$ cat src/source/dcache_defines.svh
`ifndef DCACHE_DEFINES_SVH
`define DCACHE_DEFINES_SVH

// basic widths
`define ADDR_WIDTH      32
`define XLEN            64
`define SET_COUNT       64
`define LINE_WIDTH      256
`define BEATS_PER_LINE  4
`define BYTES_PER_WORD  8

// address split, offset 4..0, index 10..5, tag 31..11
`define OFFSET_WIDTH    5
`define WORD_SEL_LSB    3
`define WORD_SEL_WIDTH  $clog2(`BEATS_PER_LINE)
`define INDEX_WIDTH     6
`define INDEX_LSB       5
`define INDEX_MSB       10
`define TAG_WIDTH       21
`define TAG_LSB         11
`define TAG_MSB         (`ADDR_WIDTH - 1)

`endif

$ cat src/source/cachePkg.sv
`include "dcache_defines.svh"

package cachePkg;

  typedef enum logic {
    opLoad  = 1'b0,
    opStore = 1'b1
  } memOp_e;

  // controller states
  typedef enum logic [2:0] {
    stIdle      = 3'd0,
    stCompare   = 3'd1,
    stWriteBack = 3'd2,
    stMiss      = 3'd3,
    stRefill    = 3'd4,
    stReplace   = 3'd5
  } cacheState_e;

  // request from the load/store stage
  typedef struct packed {
    memOp_e                     op;
    logic [`ADDR_WIDTH-1:0]     addr;
    logic [`XLEN-1:0]           wrData;
    logic [`BYTES_PER_WORD-1:0] byteMask;
  } cacheReq_t;

  // tag store answer for the latched index
  typedef struct packed {
    logic                  hitWay0;
    logic                  hitWay1;
    logic                  victimWay;
    logic                  victimDirty;
    logic [`TAG_WIDTH-1:0] victimTag;
  } tagLookup_t;

endpackage

$ cat src/source/memBusPkg.sv
`include "dcache_defines.svh"

package memBusPkg;

  // line read, address is line aligned
  typedef struct packed {
    logic [`ADDR_WIDTH-1:0] addr;
  } lineRdReq_t;

  // full line writeback
  typedef struct packed {
    logic [`ADDR_WIDTH-1:0] addr;
    logic [`LINE_WIDTH-1:0] data;
  } lineWrReq_t;

  // one returned beat of a line fill
  typedef struct packed {
    logic [`XLEN-1:0] data;
    logic             last;
  } memBeat_t;

endpackage

$ cat src/source/dcacheCtrl.sv
`timescale 1ns/10ps
`include "dcache_defines.svh"

module dcacheCtrl (
  input  logic                    clk,
  input  logic                    rst_n,
  // processor side
  input  logic                    valid_i,
  input  logic                    stall_n,
  input  cachePkg::cacheReq_t     req_i,
  output logic                    addrOk_o,
  output logic                    dataOk_o,
  output logic                    dataNotOk_o,
  output logic [`XLEN-1:0]        rdData_o,
  // tag store
  input  cachePkg::tagLookup_t    lookup_i,
  output logic                    fillStrobe_o,
  output logic                    dirtyStrobe_o,
  output logic                    hitWay_o,
  output logic                    victimWay_o,
  output logic [`INDEX_WIDTH-1:0] index_o,
  output logic [`TAG_WIDTH-1:0]   tag_o,
  // data ways
  input  logic [`LINE_WIDTH-1:0]  way0Rd_i,
  input  logic [`LINE_WIDTH-1:0]  way1Rd_i,
  output logic [1:0]              wayEn_o,
  output logic [1:0]              wayWrEn_o,
  output logic [`INDEX_WIDTH-1:0] wayIndex_o,
  output logic [`LINE_WIDTH-1:0]  wrLine_o,
  output logic [`LINE_WIDTH-1:0]  wrMask_o,
  // memory port
  output logic                    rdValid_o,
  output memBusPkg::lineRdReq_t   rdReq_o,
  input  logic                    rdReady_i,
  input  logic                    beatValid_i,
  input  memBusPkg::memBeat_t     beat_i,
  output logic                    wrValid_o,
  output memBusPkg::lineWrReq_t   wrReq_o,
  input  logic                    wrReady_i
);

  import cachePkg::*;

  cacheState_e                curState;
  cacheState_e                nextState;
  cacheReq_t                  reqLatch;
  logic                       accept;
  logic                       hit;
  logic                       isStore;
  logic                       storeWrite;
  logic                       fromBuf;
  logic [`INDEX_WIDTH-1:0]    index;
  logic [`TAG_WIDTH-1:0]      tag;
  logic [`WORD_SEL_WIDTH-1:0] wordSel;
  logic [`WORD_SEL_WIDTH-1:0] beatCnt;
  logic [7:0]                 lfsr;
  logic [`XLEN-1:0]           byteBits;
  logic [`XLEN-1:0]           mergedBeat;
  logic [`LINE_WIDTH-1:0]     refillBuf;
  logic [`LINE_WIDTH-1:0]     hitLine;
  logic [`LINE_WIDTH-1:0]     srcLine;
  logic [`LINE_WIDTH-1:0]     victimLine;

  assign index   = reqLatch.addr[`INDEX_MSB:`INDEX_LSB];
  assign tag     = reqLatch.addr[`TAG_MSB:`TAG_LSB];
  assign wordSel = reqLatch.addr[`WORD_SEL_LSB +: `WORD_SEL_WIDTH];
  assign isStore = (reqLatch.op == opStore);
  assign hit     = lookup_i.hitWay0 | lookup_i.hitWay1;

  // handshake with the pipeline
  assign dataOk_o    = (curState == stCompare) && hit;
  assign dataNotOk_o = (curState != stIdle) && !dataOk_o;
  // a store hit owns the data array this cycle, so no new address
  assign storeWrite  = dataOk_o && isStore && !fromBuf;
  assign addrOk_o    = (curState == stIdle) || (dataOk_o && !storeWrite);
  assign accept      = valid_i && addrOk_o && stall_n;

  always_ff @(posedge clk or negedge rst_n) begin
    if (!rst_n) begin
      curState <= stIdle;
    end else begin
      curState <= nextState;
    end
  end

  always_comb begin
    nextState = curState;
    unique case (curState)
      stIdle: begin
        if (accept) begin
          nextState = stCompare;
        end
      end
      stCompare: begin
        if (hit) begin
          nextState = accept ? stCompare : stIdle;
        end else if (lookup_i.victimDirty) begin
          nextState = stWriteBack;
        end else begin
          nextState = stMiss;
        end
      end
      stWriteBack: begin
        if (wrReady_i) begin
          nextState = stMiss;
        end
      end
      stMiss: begin
        if (rdReady_i) begin
          nextState = stRefill;
        end
      end
      stRefill: begin
        if (beatValid_i && beat_i.last) begin
          nextState = stReplace;
        end
      end
      stReplace: nextState = stCompare;
      default:   nextState = stIdle;
    endcase
  end

  always_ff @(posedge clk) begin
    if (accept) begin
      reqLatch <= req_i;
    end
  end

  // array write in stReplace returns stale data, next compare reads the buffer
  always_ff @(posedge clk or negedge rst_n) begin
    if (!rst_n) begin
      fromBuf <= 1'b0;
    end else begin
      fromBuf <= (curState == stReplace);
    end
  end

  // victim choice, x^8+x^6+x^5+x^4+1, one step per miss
  always_ff @(posedge clk or negedge rst_n) begin
    if (!rst_n) begin
      lfsr <= 8'hA5;
    end else if (curState == stReplace) begin
      lfsr <= {lfsr[6:0], lfsr[7] ^ lfsr[5] ^ lfsr[4] ^ lfsr[3]};
    end
  end

  // byte mask widened to bits
  always_comb begin
    for (int i = 0; i < `BYTES_PER_WORD; i++) begin
      byteBits[i*8 +: 8] = {8{reqLatch.byteMask[i]}};
    end
  end

  // store miss data goes into the matching beat on its way in
  assign mergedBeat = (isStore && beatCnt == wordSel)
                    ? (beat_i.data & ~byteBits) | (reqLatch.wrData & byteBits)
                    : beat_i.data;

  always_ff @(posedge clk or negedge rst_n) begin
    if (!rst_n) begin
      beatCnt <= '0;
    end else if (curState == stRefill && beatValid_i) begin
      beatCnt <= beatCnt + 1'b1;
    end
  end

  always_ff @(posedge clk) begin
    if (curState == stRefill && beatValid_i) begin
      refillBuf[beatCnt*`XLEN +: `XLEN] <= mergedBeat;
    end
  end

  // load data
  assign hitLine  = lookup_i.hitWay1 ? way1Rd_i : way0Rd_i;
  assign srcLine  = fromBuf ? refillBuf : hitLine;
  assign rdData_o = srcLine[wordSel*`XLEN +: `XLEN];

  // tag store control
  assign fillStrobe_o  = (curState == stReplace);
  assign dirtyStrobe_o = dataOk_o && isStore;
  assign hitWay_o      = lookup_i.hitWay1;
  assign victimWay_o   = lfsr[0];
  assign index_o       = index;
  assign tag_o         = tag;

  // data array control
  always_comb begin
    wayWrEn_o = 2'b00;
    if (curState == stReplace) begin
      wayWrEn_o = victimWay_o ? 2'b10 : 2'b01;
    end else if (storeWrite) begin
      wayWrEn_o = lookup_i.hitWay1 ? 2'b10 : 2'b01;
    end
  end

  assign wayEn_o    = wayWrEn_o | {2{accept}};
  assign wayIndex_o = accept ? req_i.addr[`INDEX_MSB:`INDEX_LSB] : index;
  assign wrLine_o   = (curState == stReplace) ? refillBuf
                                              : {`BEATS_PER_LINE{reqLatch.wrData}};
  assign wrMask_o   = (curState == stReplace)
                    ? {`LINE_WIDTH{1'b1}}
                    : ({{(`LINE_WIDTH-`XLEN){1'b0}}, byteBits} << (wordSel * `XLEN));

  // memory port, victim line is still held on the idle array outputs
  assign victimLine   = lookup_i.victimWay ? way1Rd_i : way0Rd_i;
  assign rdValid_o    = (curState == stMiss);
  assign rdReq_o.addr = {tag, index, {`OFFSET_WIDTH{1'b0}}};
  assign wrValid_o    = (curState == stWriteBack);
  assign wrReq_o.addr = {lookup_i.victimTag, index, {`OFFSET_WIDTH{1'b0}}};
  assign wrReq_o.data = victimLine;

endmodule

$ cat config.mk
export PLATFORM = sky130hd
export DESIGN_NAME = dcacheCtrl
export DESIGN_NICKNAME = d
export VERILOG_FILES = /design/src/source/cachePkg.sv /design/src/source/memBusPkg.sv /design/src/source/dcacheCtrl.sv
export VERILOG_INCLUDE_DIRS = /design/src /design/src/source
export SDC_FILE = /design/constraint.sdc
export NUM_CORES = 1
export LEC_CHECK = 0
export ABC_AREA = 0
export BUFFER_PORTS_ARGS = -buffer_cell sky130_fd_sc_hd__buf_2
export CAP_MARGIN = 25
export CORE_AREA = 2 2 637 639
export CTS_CLUSTER_SIZE = 12
export DETAILED_ROUTE_END_ITERATION = 12
export DIE_AREA = 0 0 639 641
export GPL_ROUTABILITY_DRIVEN = 0
export GPL_TIMING_DRIVEN = 0
export PLACE_DENSITY = 0.3
export SLEW_MARGIN = 20
export SYNTH_ARGS = -nofsm -noshare
export SYNTH_HDL_FRONTEND = slang
export SYNTH_SLANG_ARGS = --single-unit
export TNS_END_PERCENT = 20
$ cat constraint.sdc
create_clock -name clk -period 8.24 [get_ports clk]
set_input_delay 0.824 -clock clk [delete_from_list [all_inputs] [get_ports clk]]
set_output_delay 0.824 -clock clk [all_outputs]
set_load 0.005 [all_outputs]
* Word level (Yosys, flattened, before mapping)
Cells that the tools add are included.
Storage, ports and cells: bits of input ports 714, logic and storage cells 71, output and inout port bits 942, bits in registers 375
Cells by class: reductions and logical operators 17, eq/ne operators 10, mux-type cells 20, shifts and indexed selects 4, add/sub/neg operators 2, bitwise operators 9
Operators by type and width (number):
- $mux 256 | 5
- $bwmux 256 | 1
- $shift 64x34->256 const A | 1
- $shiftx 256x9->64 | 1
- $shiftx 64x34->256 | 1
- $shl 64x8->256 | 1
- $and 64x64->64 | 2
- $mux 64 | 1
- $not 64->64 | 1
- $or 64x64->64 | 1
- $neg 8->34 | 1
- $pmux 3 s6 | 1
- $mux 3 | 4
- $logic_and 1x1->1 | 10
- $mux 2 | 5
- $eq 3x2->1 const B | 2
- $eq 3x3->1 const B | 2
- $mux 6 | 1
- $ne 2x1->1 const B | 2
- $ne 2x2->1 const B | 2
- $reduce_and 4->1 | 1
- $eq 3x1->1 const B | 1
- $logic_not 1->1 | 3
- $logic_not 3->1 | 1
- other kinds (8) | 11

* Logic depth before layout (Yosys ltp)
depth after elaboration 12, depth in mapped cells 8, mapped depth without buffers 5

* Least setup slack after synthesis
No wires, ideal clock.
path kind input to register, start in lookup_i[23] (netlist name), end reg reqLatch (netlist bit byteBits[0]) (enable), data arrival time 3663 ps, required time 7784 ps, stages 5, path slack 4121 ps, setup time 456 ps, buffers on the path 1, path through clkbuf_1 -> nor2_1 -> o21ai_1 -> nand4_1 -> inv_1
Between the ends: word-level cells in the longest chain between the ends 9
RTL lines:
- start: declaration | line dcacheCtrl.sv:16 | input cachePkg::tagLookup_t lookup_i,
- $or 1x1->1 * | line dcacheCtrl.sv:68 | assign hit = lookup_i.hitWay0 | lookup_i.hitWay1;
- $logic_and 1x1->1 * | line dcacheCtrl.sv:71 | assign dataOk_o = (curState == stCompare) && hit;
- $logic_and 1x1->1 (2 in a row) | line dcacheCtrl.sv:74 | assign storeWrite = dataOk_o && isStore && !fromBuf;
- $logic_not 1->1 | line dcacheCtrl.sv:75 | assign addrOk_o = (curState == stIdle) || (dataOk_o && !storeWrite);
- $logic_and 1x1->1 * | line dcacheCtrl.sv:75
- $logic_or 1x1->1 * | line dcacheCtrl.sv:75
- $logic_and 1x1->1 * (2 in a row) | line dcacheCtrl.sv:76 | assign accept = valid_i && addrOk_o && stall_n;
- end signal: assignment | line dcacheCtrl.sv:125 | reqLatch <= req_i;
- end: declaration | line dcacheCtrl.sv:46 | cacheReq_t reqLatch;
Every way passes the cells marked *; elsewhere a longest branch is shown, timed or not. A chain may end at the register's enable or synchronous reset.

* Final worst setup path
start reg reqLatch[75] (netlist name), end out rdData_o[9]
Between the ends: word-level cells in the longest chain between the ends 1
RTL lines:
- $shiftx 256x9->64 | line dcacheCtrl.sv:176 | assign rdData_o = srcLine[wordSel*`XLEN +: `XLEN];
- end: declaration | line dcacheCtrl.sv:14 | output logic [`XLEN-1:0] rdData_o,
No other way between the ends.

==> out/qor.csv <==
stage;metric;value;unit
routing;viasPerCell;3.24;
cts;cts_tree;built;
hold_path;hp-start;req_i[52];
synth;synth_area_leader_cell;edfxtp_1;
timing;report.final.setup_viol;0;
die;core_area;402000;sq um
die;die-area;410000;sq um
synth;synth_edf_count;358;
placement;dp_hpwl;350000;microns
finish;nNetsFinal;5339;
timing;hold_viol;0;
synth;yosys-top-cells-area;edfxtp_1, mux2i_1, mux2_2;
routing;drt_wl_total;395000;microns
timing;drv_slew;0;
synth;ys_seq_area_frac;0.405;
finish;nFillCells;46557;
timing;slew-limit-headroom;0.263;
synth;synth_most_common_cell;nand2_1;
synth;ys_ff_latch;372;
timing;worstMarginPinSlew;1.11;ns
global_route;antenna_found_initial;205;
global_route;grt_max_degree;61;
die;die_w;639;microns
setup_path;critical_path_class;reg -> out;
finish;layout-area-overhead-vs-synth;69.7;%
routing;route.vias.total;32760;
power_and_ir_drop;peakVddDrop;0.187;mV
placement;io_buffers;1619;
timing;rsz0062_at_grt;no;
cts;cts_buffers;55;
setup_path;r2r-end;reqLatch[45];
routing;postRouteAntennaNets;0;
die;die_y;641;microns
setup_path;critPathLaunchType;flop;
hold_path;hold_path_class;in -> reg;
routing;wl_per_cell;39.1;microns
hold_path;timing.hold.worst_path_depth;1;
job;maxCapViolCount;0;
hold_path;hold_end;reqLatch[52];
timing;fmax;152;MHz
cts;cts_max_level;2;
timing;timing.final.crit_share;0.796;
setup_path;critPathCaptureType;output pin;
global_route;overflow;0;
finish;final_util;0.116;
synth;ys_types;39;
routing;detail_route.first_pass.iterations;5;
synth;synth_commonest_cells;nand2_1, mux2i_1, edfxtp_1;
setup_path;cp_max_fo;10;
synth;yosysWarnings;0;
synth;synth-main-ff-cell;edfxtp_1;
cts;cts_buffer_depth;3;
power_and_ir_drop;fin_total_pwr;11700;uW
synth;async_flop_share;0.0376;
setup_path;r2r_slack;4.71;ns
finish;design_area;46500;sq um
die;io_pins;1656;
global_route;grt_pass1_wl;460000;microns
cts;cts.sinks;372;
outcome;status;finished clean;
setup_path;arrival;5.74;ns
power_and_ir_drop;p_leak;0.0204;uW
setup_path;crit_required;7.42;ns
timing;min_period;6.56;ns
timing;hold_ws;0.211;ns
global_route;first_global_vias;31616;
setup_path;reg2regPathDepth;6;
cts;path_clk_slew;0.08;ns
finish;drive_above_1_share;0.545;
power_and_ir_drop;p_per_area;252;nW/um^2
routing;remaining_drc_errors;0;
cts;clock_latency;0.76;ns
die;initial_utilization;0.0682;
synth;syn_inst;2850;
routing;drt_iter0_markers;3377;
die;row_count;233;
placement;place_area;44200;sq um
synth;avgSynthCellArea;9.61;sq um
cts;root_buffer;clkbuf_16;
global_route;grt_usage;0.184;
synth;syn-cell-area;27400;sq um
synth;synth_top_area_frac;0.392;
setup_path;reg2reg_from;isStore;
timing;clock_skew;0.0817;ns
[stage by stage]
stage / setup slack (ns) / instances / setup TNS, ns
after global routing: 1.56 / 10053 / 0
after detailed placement: 2.16 / 9848 / 0
after CTS: 1.33 / 9951 / 0
after global placement: -0.0899 / 9765 / -5.00
after floorplan: 4.12 / 2859 / 0
final: 1.68 / 10115 / 0
[flip-flops by register name, indices dropped and copies added, names as in the netlist]
name       flops
byteBits       8
fromBuf        1
index_o        6
refillBuf    256
isStore        1
reqLatch      66
rdReq_o       21
beatCnt        2
curState       3
lfsr           8
[cell type report]
| type | instances | area, sq um | area share |
|---|---|---|---|
| tap | 5287 | 6620 | 0.142 |
| timing repair buffer | 1704 | 9940 | 0.214 |
| buffer | 504 | 3240 | 0.0697 |
| clock buffer | 65 | 1440 | 0.0311 |
| multi-input combinational | 1977 | 13300 | 0.285 |
| inverter | 6 | 30.0 | 0.000646 |
| antenna | 163 | 408 | 0.00877 |
| sequential | 372 | 11100 | 0.239 |
| clock inverter | 37 | 444 | 0.00955 |
[timing repair]
action | 4_1_cts | 5_1_grt
hold buffers | 1 | 0
endpoints found under the hold margin | 10 | 0
resized for setup | 0 | 0
setup buffers | 0 | 0
[cell families after synthesis]
| family | after synthesis | synth area share |
|---|---|---|
| AO/OA/AOI/OAI | 208 | 0.0535 |
| XOR/XNOR | 6 | 0.00329 |
| adder cells (fa/ha/maj) | 5 | 0.00228 |
| buffers and inverters | 510 | 0.116 |
| flip-flops | 372 | 0.405 |
| multiplexers | 710 | 0.271 |
| other | 1 | 0.000137 |
| AND/OR/NAND/NOR | 1038 | 0.148 |
[critical path, cell delays in order (launching register included)]
cell and delay [ns]:
edfxtp_1 0.43, buf_2 0.56, buf_2 0.69, buf_2 0.91, mux2i_2 0.80, o22ai_1 0.19
nor2_1 0.46, o221ai_1 0.56, buf_2 0.30
[worst max path at each step]
stage                      start            to  slack (ns)  cells after the start
floorplan           lookup_i[23]   byteBits[0]        4.12                      5
global placement    lookup_i[23]  reqLatch[49]       -0.09                      5
detailed placement  reqLatch[75]  rdData_o[48]        2.16                      8
CTS                 reqLatch[75]  rdData_o[48]        1.33                      8
global route        reqLatch[75]  rdData_o[48]        1.56                      8
finish              reqLatch[75]   rdData_o[9]        1.68                      8
[cells in the final DEF, fill, tap and decap left out, drive strengths merged, types with 2 or more instances in the layout]
cell type,Yosys,routed
buf,389,2092
nand2,678,678
mux2i,448,448
edfxtp,358,358
nor2,328,328
mux2,262,262
clkbuf,115,180
diode,0,163
o22ai,129,129
o221ai,65,65
clkinv,0,20
inv,6,14
conb,1,10
dfrtp,10,10
nor3,10,10
bufinv,0,6
and2,6,6
ha,5,5
o21ai,5,5
a21oi,4,4
xnor2,4,4
dfstp,4,4
nand3b,3,3
nand2b,3,3
nor2b,3,3
clkinvlp,0,3
xor2,2,2
or3,2,2
[metal layers]
| metal | global-route usage | wire length, microns | vias up |
|---|---|---|---|
| li1 | - | - | 13459 |
| met1 | 0.200 | 144000 | 16766 |
| met2 | 0.336 | 203000 | 2005 |
| met3 | 0.0545 | 32200 | 462 |
| met4 | 0.0633 | 15600 | 68 |
| met5 | 0 | 426 | - |
[power by group]
group          internal, uW  total [uW]  switching [uW]
sequential             2310        2400            86.5
combinational          2160        6720            4560
clock                  1460        2620            1170
Note: power is estimated with default switching activity, not from simulation.
